File: config.mk
export PLATFORM = sky130hd
export DESIGN_NAME = softmax_top
export DESIGN_NICKNAME = d
export VERILOG_FILES = /design/src/softmax_pkg.sv /design/src/data_packer.sv /design/src/expu.sv /design/src/lnu.sv /design/src/result_serializer.sv /design/src/softmax_core.sv /design/src/softmax_top.sv
export SDC_FILE = /design/constraint.sdc
export NUM_CORES = 2
export LEC_CHECK = 0
export BUFFER_PORTS_ARGS = -buffer_cell sky130_fd_sc_hd__buf_4
export CORE_ASPECT_RATIO = 0.8
export CORE_MARGIN = 4
export CORE_UTILIZATION = 45
export CTS_CLUSTER_DIAMETER = 120
export CTS_CLUSTER_SIZE = 40
export DETAILED_ROUTE_END_ITERATION = 8
export GPL_TIMING_DRIVEN = 0
export PLACE_DENSITY = 0.63
export SLEW_MARGIN = 10
export SYNTH_ARGS = -nofsm -noshare
export SYNTH_HDL_FRONTEND = slang
export SYNTH_SLANG_ARGS = --single-unit
File: constraint.sdc
create_clock -name clk -period 17.7 [get_ports clk]
set_input_delay 3.54 -clock clk [delete_from_list [all_inputs] [get_ports clk]]
set_output_delay 3.54 -clock clk [all_outputs]
set_load 0.05 [all_outputs]
File: src/softmax_pkg.sv
`default_nettype none

package softmax_pkg;

  // one fifo word, two 8-bit lanes
  typedef logic [15:0] word_t;

  // sq3.4 input logit
  typedef logic signed [7:0] logit_t;

  // sq4.4 log of the exponent sum
  typedef logic signed [7:0] ln_t;

  // uq12.8 exponent, 1.0 = 256
  typedef logic [19:0] exp_t;

  // uq16.8, holds up to 16 saturated exponents
  typedef logic [23:0] sum_t;

  // uq0.8 output probability
  typedef logic [7:0] prob_t;

  // logits per vector unless the top overrides it
  localparam int default_vec_len = 8;

endpackage

`default_nettype wire

File: src/data_packer.sv
`timescale 1ns/1ps
`default_nettype none

module data_packer #(
  parameter int vec_len = softmax_pkg::default_vec_len
) (
  input  logic                 clk,
  input  logic                 rst_n,
  input  logic                 empty,       // upstream fifo empty, fwft
  input  softmax_pkg::word_t   data_in,     // head word, valid while !empty
  input  logic                 stall,       // serializer still holds words
  output logic                 enable,      // pop strobe to upstream fifo
  output logic                 pack_valid,  // one-cycle, vector complete
  output logic [vec_len*8-1:0] pack_data    // logit i at bits 8i+:8
);
  import softmax_pkg::*;

  localparam int word_w = $bits(word_t);
  localparam int words  = vec_len / 2;       // two logits per word
  localparam int cnt_w  = $clog2(words + 1);

  logic [cnt_w-1:0] count;  // words taken for this vector
  logic             take;   // word accepted at this edge

  // skip the cycle after a pop, fwft head not yet updated
  assign take = !empty && !stall && !enable && (count < cnt_w'(words));

  always_ff @(posedge clk or negedge rst_n) begin
    if (!rst_n) begin
      count      <= '0;
      enable     <= 1'b0;
      pack_valid <= 1'b0;
    end else begin
      pack_valid <= 1'b0;
      enable     <= take;           // pop lasts exactly one cycle
      if (count == cnt_w'(words)) begin
        pack_valid <= 1'b1;         // cycle after the last word
        count      <= '0;
      end else if (take) begin
        count <= count + 1'b1;
      end
    end
  end

  // new word enters at the top, so word 0 ends up in the low bits
  always_ff @(posedge clk) begin
    if (take) begin
      pack_data <= {data_in, pack_data[vec_len*8-1:word_w]};
    end
  end

endmodule

`default_nettype wire

File: src/expu.sv
`timescale 1ns/1ps
`default_nettype none

module expu (
  input  softmax_pkg::logit_t y,      // sq3.4
  input  softmax_pkg::ln_t    ln_f,   // sq4.4, subtracted from y
  output softmax_pkg::exp_t   exp_y   // uq12.8, saturating
);
  import softmax_pkg::*;

  localparam int         exp_w = $bits(exp_t);
  localparam int         sc_w  = 32;      // mant << 22 still fits
  localparam logic [8:0] slope = 9'd11;   // ln2 in 1/16 steps, q0.8

  logic signed [8:0] diff;     // y - ln_f, no overflow in 9 bits
  logic signed [9:0] a;
  logic signed [9:0] m;        // a * log2(e), approx 1.4375
  logic signed [5:0] u;        // integer power of two
  logic        [3:0] v;        // fraction of the power
  logic        [8:0] mant;     // 2^v, linear fit, q1.8
  logic        [5:0] shamt;    // |u|
  logic   [sc_w-1:0] scaled;

  assign diff = {y[7], y} - {ln_f[7], ln_f};
  assign a    = {diff[8], diff};
  assign m    = a + (a >>> 1) - (a >>> 4);   // 1 + 1/2 - 1/16
  assign u    = m[9:4];
  assign v    = m[3:0];
  assign mant = 9'd256 + v * slope;          // max 421

  assign shamt  = u[5] ? -u : u;
  assign scaled = u[5] ? ({{(sc_w-9){1'b0}}, mant} >> shamt)
                       : ({{(sc_w-9){1'b0}}, mant} << shamt);

  // clamp to all ones when anything spills past uq12.8
  always_comb begin
    if (|scaled[sc_w-1:exp_w]) begin
      exp_y = '1;
    end else begin
      exp_y = scaled[exp_w-1:0];
    end
  end

endmodule

`default_nettype wire

File: src/lnu.sv
`timescale 1ns/1ps
`default_nettype none

module lnu (
  input  softmax_pkg::sum_t f,     // uq16.8 exponent sum
  output softmax_pkg::ln_t  ln_f   // sq4.4 natural log estimate
);
  import softmax_pkg::*;

  logic        [4:0]  z;        // leading zeros, 24 for f == 0
  logic signed [4:0]  w;        // floor(log2 f), -9..15
  sum_t               k;        // f normalised, leading one at msb
  logic signed [27:0] a;        // log2 f as sq5.23
  logic signed [27:0] scaled;   // a * 11/16, approx ln2
  logic signed [27:0] sh;       // back to 4 fraction bits

  // leading one detector, highest set bit wins
  always_comb begin
    z = 5'd24;
    for (int i = 0; i < 24; i++) begin
      if (f[i]) begin
        z = 5'(23 - i);
      end
    end
  end

  // modulo-32 subtract gives the right two's complement bits
  assign w = 5'd15 - z;
  assign k = f << z;

  // mantissa bits after the leading one act as the log fraction
  assign a      = {w, k[22:0]};
  assign scaled = (a >>> 1) + (a >>> 3) + (a >>> 4);
  assign sh     = scaled >>> 19;            // drop 19 of 23 frac bits

  always_comb begin
    if (sh > 28'sd127) begin
      ln_f = 8'sh7f;                        // large sums
    end else if (sh < -28'sd128) begin
      ln_f = 8'sh80;
    end else begin
      ln_f = sh[7:0];
    end
  end

endmodule

`default_nettype wire

File: src/result_serializer.sv
`timescale 1ns/1ps
`default_nettype none

module result_serializer #(
  parameter int vec_len = softmax_pkg::default_vec_len
) (
  input  logic                 clk,
  input  logic                 rst_n,
  input  logic                 prob_valid,  // load a whole vector
  input  logic [vec_len*8-1:0] prob_data,
  input  logic                 tx_fifo_en,  // downstream read
  output softmax_pkg::word_t   tx_data,     // valid while !tx_empty
  output logic                 tx_empty,
  output logic                 stall        // holds off the packer
);
  import softmax_pkg::*;

  localparam int word_w = $bits(word_t);
  localparam int words  = vec_len / 2;
  localparam int idx_w  = $clog2(words);

  logic [vec_len*8-1:0] buffer;   // result vector being drained
  logic [idx_w-1:0]     idx;      // word currently presented
  logic                 pending;  // words left to send
  logic                 accept;
  logic                 last;

  assign accept = tx_fifo_en && pending;
  assign last   = (idx == idx_w'(words - 1));

  always_ff @(posedge clk or negedge rst_n) begin
    if (!rst_n) begin
      idx     <= '0;
      pending <= 1'b0;
    end else if (prob_valid) begin
      idx     <= '0;        // restart at word 0
      pending <= 1'b1;
    end else if (accept) begin
      if (last) begin
        idx     <= '0;
        pending <= 1'b0;    // empty again after final read
      end else begin
        idx <= idx + 1'b1;
      end
    end
  end

  always_ff @(posedge clk) begin
    if (prob_valid) begin
      buffer <= prob_data;
    end
  end

  // low byte is the even element, same as the packed layout
  assign tx_data  = buffer[idx*word_w +: word_w];
  assign stall    = pending;
  assign tx_empty = !pending;

endmodule

`default_nettype wire

File: src/softmax_core.sv
`timescale 1ns/1ps
`default_nettype none

module softmax_core #(
  parameter int vec_len = softmax_pkg::default_vec_len
) (
  input  logic                 clk,
  input  logic                 rst_n,
  input  logic                 pack_valid,  // one-cycle, new vector
  input  logic [vec_len*8-1:0] pack_data,
  output logic                 prob_valid,  // 3 cycles after pack_valid
  output logic [vec_len*8-1:0] prob_data
);
  import softmax_pkg::*;

  localparam int tree_n = 1 << $clog2(vec_len);  // leaves, padded with zeros

  logit_t x_s1    [vec_len];  // stage one logits
  logit_t x_s2    [vec_len];  // travel alongside the sum
  exp_t   e1      [vec_len];  // exp(x)
  exp_t   e2      [vec_len];  // exp(x - ln sum)
  prob_t  p_clamp [vec_len];
  sum_t   sum_tree;           // comb, from stage one
  sum_t   sum_s2;
  ln_t    ln_sum;             // comb, from stage two
  logic   valid_s1;
  logic   valid_s2;

  for (genvar i = 0; i < vec_len; i++) begin : g_lane
    expu u_exp_num (
      .y     (x_s1[i]),
      .ln_f  ('0),         // plain exponent for the sum
      .exp_y (e1[i])
    );
    expu u_exp_out (
      .y     (x_s2[i]),
      .ln_f  (ln_sum),
      .exp_y (e2[i])
    );
  end

  lnu u_lnu (
    .f    (sum_s2),
    .ln_f (ln_sum)
  );

  // balanced adder tree, node 0 is the root
  always_comb begin : p_tree
    sum_t node [2*tree_n-1];
    for (int i = 0; i < tree_n; i++) begin
      node[tree_n-1+i] = '0;
    end
    for (int i = 0; i < vec_len; i++) begin
      node[tree_n-1+i] = sum_t'(e1[i]);
    end
    for (int j = tree_n - 2; j >= 0; j--) begin
      node[j] = node[2*j+1] + node[2*j+2];
    end
    sum_tree = node[0];
  end

  // 256 is 1.0 in uq12.8, saturate to ff
  always_comb begin
    for (int i = 0; i < vec_len; i++) begin
      p_clamp[i] = (|e2[i][19:8]) ? 8'hff : e2[i][7:0];
    end
  end

  always_ff @(posedge clk or negedge rst_n) begin
    if (!rst_n) begin
      valid_s1   <= 1'b0;
      valid_s2   <= 1'b0;
      prob_valid <= 1'b0;
    end else begin
      valid_s1   <= pack_valid;
      valid_s2   <= valid_s1;
      prob_valid <= valid_s2;
    end
  end

  // each stage loads on its own valid, one vector per cycle possible
  always_ff @(posedge clk) begin
    if (pack_valid) begin
      for (int i = 0; i < vec_len; i++) begin
        x_s1[i] <= pack_data[8*i +: 8];
      end
    end
    if (valid_s1) begin
      sum_s2 <= sum_tree;
      x_s2   <= x_s1;
    end
    if (valid_s2) begin
      for (int i = 0; i < vec_len; i++) begin
        prob_data[8*i +: 8] <= p_clamp[i];
      end
    end
  end

endmodule

`default_nettype wire

File: src/softmax_top.sv
`timescale 1ns/1ps
`default_nettype none

module softmax_top #(
  parameter int vec_len = softmax_pkg::default_vec_len
) (
  input  logic               clk,
  input  logic               rst_n,
  input  softmax_pkg::word_t fifo_data,   // upstream fwft fifo
  input  logic               fifo_empty,
  output logic               rd_en,
  output softmax_pkg::word_t tx_data,     // downstream port
  output logic               tx_empty,
  input  logic               tx_fifo_en,
  input  logic [1:0]         control      // 00 bypass, else softmax
);
  import softmax_pkg::*;

  logic                 bypass;
  logic                 pack_empty;   // packer sees nothing in bypass
  logic                 pack_rd_en;
  logic                 pack_valid;
  logic [vec_len*8-1:0] pack_data;
  logic                 prob_valid;
  logic [vec_len*8-1:0] prob_data;
  logic                 stall;
  logic                 ser_en;
  logic                 ser_empty;
  word_t                ser_data;

  // even, 6..16, see sum_t headroom and core latency
  if ((vec_len % 2) != 0 || vec_len < 6 || vec_len > 16) begin : g_bad_len
    $error("vec_len must be even and within 6..16");
  end

  assign bypass     = (control == 2'b00);
  assign pack_empty = fifo_empty | bypass;
  assign ser_en     = tx_fifo_en & ~bypass;

  data_packer #(.vec_len(vec_len)) u_packer (
    .clk        (clk),
    .rst_n      (rst_n),
    .empty      (pack_empty),
    .data_in    (fifo_data),
    .stall      (stall),
    .enable     (pack_rd_en),
    .pack_valid (pack_valid),
    .pack_data  (pack_data)
  );

  softmax_core #(.vec_len(vec_len)) u_core (
    .clk        (clk),
    .rst_n      (rst_n),
    .pack_valid (pack_valid),
    .pack_data  (pack_data),
    .prob_valid (prob_valid),
    .prob_data  (prob_data)
  );

  result_serializer #(.vec_len(vec_len)) u_serializer (
    .clk        (clk),
    .rst_n      (rst_n),
    .prob_valid (prob_valid),
    .prob_data  (prob_data),
    .tx_fifo_en (ser_en),
    .tx_data    (ser_data),
    .tx_empty   (ser_empty),
    .stall      (stall)
  );

  // bypass hands the upstream fifo straight to the reader
  assign rd_en    = bypass ? tx_fifo_en : pack_rd_en;
  assign tx_data  = bypass ? fifo_data  : ser_data;
  assign tx_empty = bypass ? fifo_empty : ser_empty;

endmodule

`default_nettype wire

Word-level counts from Yosys, hierarchy flattened
Cells that the tools add are included.
{ "word_totals": {"ff_bits": 355, "word_cells": 299, "inputBits": 22, "out_inout_bits": 18} }
{ "op_classes": {"multipliers": 16, "n_mux": 86, "n_shift": 34, "n_reduce_logical": 36, "add_sub_neg": 84, "magnitude_cmp": 3, "eq_ne": 2, "bitwise": 3} }
{ "ops": {"columns": ["operator", "n"], "rows": [
  ["32-bit two-way mux", 16],
  ["9-bit by 6-bit left shift with 32-bit output", 16],
  ["9-bit by 6-bit right shift with 32-bit output", 16],
  ["20-bit two-way mux", 16],
  ["12-bit OR reduction", 16],
  ["24-bit OR reduction", 8],
  ["9-bit by 8-bit adder with 9-bit output, first input constant", 16],
  ["4-bit by 4-bit multiplier with 8-bit output, second input constant", 16],
  ["6-bit two-way mux", 16],
  ["6-bit negation", 16],
  ["5-bit two-way mux", 19],
  ["20-bit by 20-bit adder with 21-bit output", 4],
  ["9-bit by 8-bit adder with 10-bit output", 8],
  ["10-bit by 5-bit subtractor with 10-bit output", 8],
  ["9-bit by 4-bit subtractor with 10-bit output", 8],
  ["24-bit adder", 3],
  ["8-bit by 7-bit adder with 9-bit output", 8],
  ["8-bit by 8-bit subtractor with 9-bit output", 8],
  ["64-bit by 7-bit variable part select with 16-bit output", 1],
  ["27-bit by 25-bit adder with 28-bit output", 1],
  ["28-bit by 24-bit adder with 28-bit output", 1],
  ["24-bit by 5-bit left shift with 23-bit output", 1],
  ["4-bit two-way mux", 5],
  ["16-bit two-way mux", 1],
  ["20 further kinds", 36]
]} }

Logic depth before layout (Yosys ltp)
{ "depth": {"word_depth": 40, "depth_mapped": 62, "depth_no_buf": 59} }

Modules after synthesis
From an unflattened synthesis, not the netlist that was laid out.
{ "hier_totals": {"hier_cells": 7413, "area_unflattened_um2": 62844.0} }
{ "by_module_without_submodules": {"columns": ["module", "n_inst", "area_per_inst_um2", "cells_each"], "rows": [
  ["expu at u_core.g_lane[0].u_exp_num ...", 8, 2802.7, 386],
  ["expu at u_core.g_lane[5].u_exp_out ...", 5, 2553.7, 354],
  ["softmax_core", 1, 11409.7, 797],
  ["lnu", 1, 3345.7, 460],
  ["expu at u_core.g_lane[5].u_exp_num", 1, 2743.9, 378],
  ["expu at u_core.g_lane[1].u_exp_out", 1, 2615.0, 357],
  ["expu at u_core.g_lane[4].u_exp_out", 1, 2611.3, 358],
  ["result_serializer", 1, 2498.6, 97],
  ["data_packer", 1, 2185.8, 85],
  ["softmax_top", 1, 244.0, 23]
]} }

Least setup slack after synthesis
Ideal clock, no wire load.
{ "synth_timing": {"path_type": "reg-to-reg", "start": "register u_core.sum_s2[2]", "end": "register u_core.prob_data[37], data pin", "required_time_ns": 17.424, "stages_incl_launch_ff": 52, "setup_ns": 0.276, "t_arrival_ns": 12.115, "slack_ns": 5.308, "n_path_buf": 3, "cell_sequence": "edfxtp_1 o311a_1 o21a_1 o21ai_0 nor2b_1 clkbuf_1 clkinv_1 buf_1 mux2i_1 nor2_1 nor2_1 a221oi_1 fa_1 inv_1 ha_1 a21o_1 a21o_1 a21oi_1 [16 not listed] xnor2_1 and2_1 nor2_1 ha_1 ha_1 ha_1 a21o_1 a21oi_1 xor2_1 o211ai_1 nor3_1 mux2i_1 a211oi_1 o32ai_1 o31ai_1 and2_1 clkbuf_1 o221ai_1"} }
{ "synth_between": {"elab_chain_cells": 38, "word_cells_on_any_way": 43, "classes_between": "add/sub: 8; mul: 1; order compare: 2; shift: 3; mux: 27; reduce/logical: 2"} }
{ "synth_lines": {"columns": ["item", "line_no", "text"], "rows": [
  ["start, declared", "softmax_core.sv:24", "sum_t sum_s2;"],
  ["start signal, assigned", "softmax_core.sv:89", "sum_s2 <= sum_tree;"],
  ["4-bit two-way mux (3 in series)", "lnu.sv:21", "if (f[i]) begin"],
  ["5-bit two-way mux (19 in series)", "lnu.sv:21", null],
  ["24-bit by 5-bit left shift with 23-bit output / 4-bit by 5-bit subtractor with 5-bit output (equally long branches)", "lnu.sv:29, lnu.sv:28", null],
  ["27-bit by 25-bit adder with 28-bit output", "lnu.sv:33", "assign scaled = (a >>> 1) + (a >>> 3) + (a >>> 4);"],
  ["28-bit by 24-bit adder with 28-bit output *", "lnu.sv:33", null],
  ["9-bit by 8-bit < comparator with 1-bit output", "lnu.sv:39", "end else if (sh < -28'sd128) begin"],
  ["8-bit two-way mux", "lnu.sv:39", null],
  ["8-bit two-way mux *", "lnu.sv:37", "if (sh > 28'sd127) begin"],
  ["[2 not listed]", null, null],
  ["10-bit by 5-bit subtractor with 10-bit output *", "expu.sv:26", "assign m = a + (a >>> 1) - (a >>> 4);"],
  ["4-bit by 4-bit multiplier with 8-bit output / 6-bit negation (equally long branches)", "expu.sv:29, expu.sv:31", null],
  ["9-bit by 8-bit adder with 9-bit output / 6-bit two-way mux (equally long branches)", "expu.sv:29, expu.sv:31", null],
  ["9-bit by 6-bit left shift with 32-bit output / 9-bit by 6-bit right shift with 32-bit output (equally long branches)", "expu.sv:33, expu.sv:32", null],
  ["32-bit two-way mux *", "expu.sv:32", "assign scaled = u[5] ? ({{(sc_w-9){1'b0}}, mant} >> shamt)"],
  ["12-bit OR reduction", "expu.sv:37", "if (|scaled[sc_w-1:exp_w]) begin"],
  ["20-bit two-way mux", "expu.sv:37", null],
  ["24-bit OR reduction (no line)", null, null],
  ["end signal, assigned by index", "softmax_core.sv:94", "prob_data[8*i +: 8] <= p_clamp[i];"],
  ["end, declared", "softmax_core.sv:12", "output logic [vec_len*8-1:0] prob_data"]
]} }
Mark *: on every way between the ends. The rest lies on a longest branch, timed or not.
A chain may end at the register's enable or synchronous reset.

Worst setup path after layout
{ "layout_timing": {"start": "register u_core.sum_s2[2]", "end": "register u_core.prob_data[38], data pin"} }
The elaborated chain is that of the path after synthesis.

==> flow_summary_export.csv <==
group,metric,value,unit
sta,hold_ws,418,ps
sta,finalCritPeriodShare,0.877,
yosys,yosysTopAreaCellShare,0.207,
layout,area_growth,5.64,%
detailed_routing,dr.pass1.iters,6,
detailed_routing,dr_wl_met3,10000,µm
die,start_util,0.455,
sta,fmax,64.4,MHz
yosys,synth_commonest_cells,"ha_1 (614), nor2_1 (524), inv_1 (522)",
die,core-area,109000,µm²
layout,nFillCells,10400,
sta,maxSlewViolCount,0,
cts,ctsHoldBuffers,0,
grt,track_usage,0.224,
detailed_routing,m1WireLength,65600,µm
worst_setup_path,cp_slowest_cell,"a2111oi_0",
detailed_routing,via_count,43400,
run_status,status,"completed",
worst_setup_path,crit_path_end_kind,"register",
layout,nNetsFinal,6699,
worst_setup_path,cp_max_fo,10,
yosys,synthArstFlopShare,0.0311,
job,max_cap_viol_count,0,
yosys,ys_seq_area_frac,0.213,
grt,grt_overflow,0,
detailed_routing,routed.top_layer,"met5",
worst_setup_path,r2r_cells,50,
yosys,ys.flop_type,"edfxtp_1",
place,globalplace.congestion,0.951,
grt,grt_pass1_wl,214000,µm
yosys,synth-edff-count,343,
min_path,holdPathStages,0,
detailed_routing,wl_met2,56200,µm
min_path,hold_class,"register to register",
sta,fin_tns_setup,0,ps
yosys,yosys.cell_count.top_type,"ha_1",
layout,diodes,0,
worst_setup_path,critPathLaunchType,"register",
yosys,synth_cells,5828,
worst_setup_path,r2r-end,"u_core.prob_data[38]",
die,die-area,116000,µm²
cts,cts_tree,"done",
detailed_routing,drtIter0Drc,4174,
yosys,syn-num-nets,6633,
min_path,hp-start,"u_packer.pack_data[56]",
layout,fin_util,0.481,
cts,insertion_delay,550,ps
cts,cts_root_buf,"clkbuf_16",
worst_setup_path,critPathRequiredTime,17970,ps
sta,hold_violations,0,
sta,fin_crit,15520,ps
worst_setup_path,critPathArrivalTime,15790,ps
detailed_routing,post_drt_via_cell_ratio,5.92,
place,place_hpwl,110000,µm
yosys,ys_ff_latch,354,
grt,grt_max_degree,53,
die,io_pins,40,
detailed_routing,detail-route-antenna-nets,0,
cts,cts.sinks,354,
sta,rsz0062_at_grt,"false",
worst_setup_path,crit_type,"register to register",
die,num_rows,108,
yosys,syn_area,49700,µm²
detailed_routing,route.detailed.drc,0,
grt,antenna_found_initial,1,
layout,final_area,52500,µm²
yosys,synth_warnings,0,
cts,clk_pin_slew,140,ps
sta,tightest_slew,1240,ps
yosys,ys_top_cells_by_area,"edfxtp_1 (21%), ha_1 (15%), fa_1 (6.8%)",
place,placed_cell_area,52000,µm²
worst_setup_path,crit_path_frequent_cell,"ha_1",
die,die_h,305,µm
detailed_routing,avgRoutedWirePerCell,18.3,µm
sta,setup-violations-final,0,
die,die_w,379,µm
worst_setup_path,max_stage_delay,1050,ps
min_path,hold_end,"u_packer.pack_data[40]",
detailed_routing,drt_wl_total,134000,µm
yosys,syn_area_per_cell,8.52,µm²
cts,ctsHtreeMaxLevel,1,
yosys,yosys.area.top_type,"edfxtp_1",
worst_setup_path,r2r_slack,2180,ps
sta,relSlewSlack,0.154,
sta,clock_skew,35.9,ps
worst_setup_path,r2r_start,"u_core.sum_s2[2]",
cts,cts.path.max_buffers,3,
layout,drive_gt1_frac,0.0456,
yosys,synth_cell_type_count,105,
place,port_buffers,39,
cts,cts_resized,0,
grt,first_global_vias,39600,
cts,numCtsBuffers,15,
cts,cts_setup_buffers,0,
==> area by class of cell <==
cell class                 instances  area [µm²]  share of cell area
multi-input combinational       4751       36400               0.693
sequential                       354       10600               0.202
inverter                         534        2010              0.0382
tap                             1430        1790              0.0341
buffer                           189         728              0.0139
timing repair buffer              49         460             0.00878
clock buffer                      16         379             0.00723
clock inverter                     7         138             0.00262
==> logic make-up (layout without fill, tap and decap cells) <==
| family | count (synthesis) | count (layout) | synth area share |
|---|---|---|---|
| simple gates | 1681 | 1681 | 0.157 |
| compound gates | 1561 | 1561 | 0.203 |
| fa+ha+maj | 795 | 795 | 0.225 |
| buf+inv | 723 | 795 | 0.0550 |
| xor+xnor | 384 | 384 | 0.0687 |
| flops | 354 | 354 | 0.213 |
| mux | 330 | 330 | 0.0785 |
==> worst max-delay path by stage <==
stage                      from                    to  depth (start not counted)
3_5_place_dp   u_core.sum_s2[2]  u_core.prob_data[38]                         50
2_1_floorplan  u_core.sum_s2[2]  u_core.prob_data[37]                         51
6_report       u_core.sum_s2[2]  u_core.prob_data[38]                         50
4_1_cts        u_core.sum_s2[2]  u_core.prob_data[38]                         50
5_1_grt        u_core.sum_s2[3]  u_core.prob_data[38]                         51
3_3_place_gp   u_core.sum_s2[2]  u_core.prob_data[38]                         48
==> worst max-delay path: cells and delay by family, from the launching register on <==
family	cells	cell delay [ps]
buf+inv	12	3220
compound gates	20	6230
mux	2	560
fa+ha+maj	7	2400
flops	1	530
simple gates	5	990
xor+xnor	4	1270
==> registers in the layout (all words and copies together), names as in the netlist <==
signal / flops
u_core.prob_data: 64
u_core.x_s1: 64
u_core.x_s2: 64
u_packer.pack_data: 64
u_serializer.buffer: 64
u_core.sum_s2: 23
u_packer.count: 3
u_serializer.idx: 2
u_core.prob_valid: 1
u_core.valid_s1: 1
u_core.valid_s2: 1
u_packer.enable: 1
u_packer.pack_valid: 1
u_serializer.stall: 1
==> per-stage QoR <==
stage | setup slack [ps] | instances
after floorplan | 5310 | 5828
after global placement | 2250 | 7297
after detailed placement | 2570 | 7307
after CTS | 2540 | 7330
after global routing | 1370 | 7330
final | 2180 | 7330
==> cell usage in the layout (no fill, tap or decap), types with 52 or more instances in the layout <==
cell type	netlist	routed
a21o_1	110	110
a21oi_1	442	441
a31oi_1	80	80
and2_1	70	70
clkbuf_1	149	150
edfxtp_1	343	343
fa_1	169	169
ha_1	614	614
inv_1	522	521
mux2_2	54	54
mux2i_1	233	233
nand2_1	481	481
nand2b_1	52	52
nand3_1	144	144
nor2_1	524	524
nor2b_1	71	71
nor3_1	147	147
o211ai_1	55	55
o21ai_0	358	356
o21bai_1	80	80
xnor2_1	233	232
xor2_1	146	146
==> routing by layer <==
| layer | track usage | vias up |
|---|---|---|
| met5 | 0 | - |
| met4 | 0.0385 | 2 |
| met3 | 0.0296 | 120 |
| met1 | 0.351 | 20500 |
| met2 | 0.332 | 1487 |
| li1 | - | 21300 |
Power is left out: the tool's default activity adds up to more than one toggle a clock period on the data nets, which glitch-free logic cannot reach.
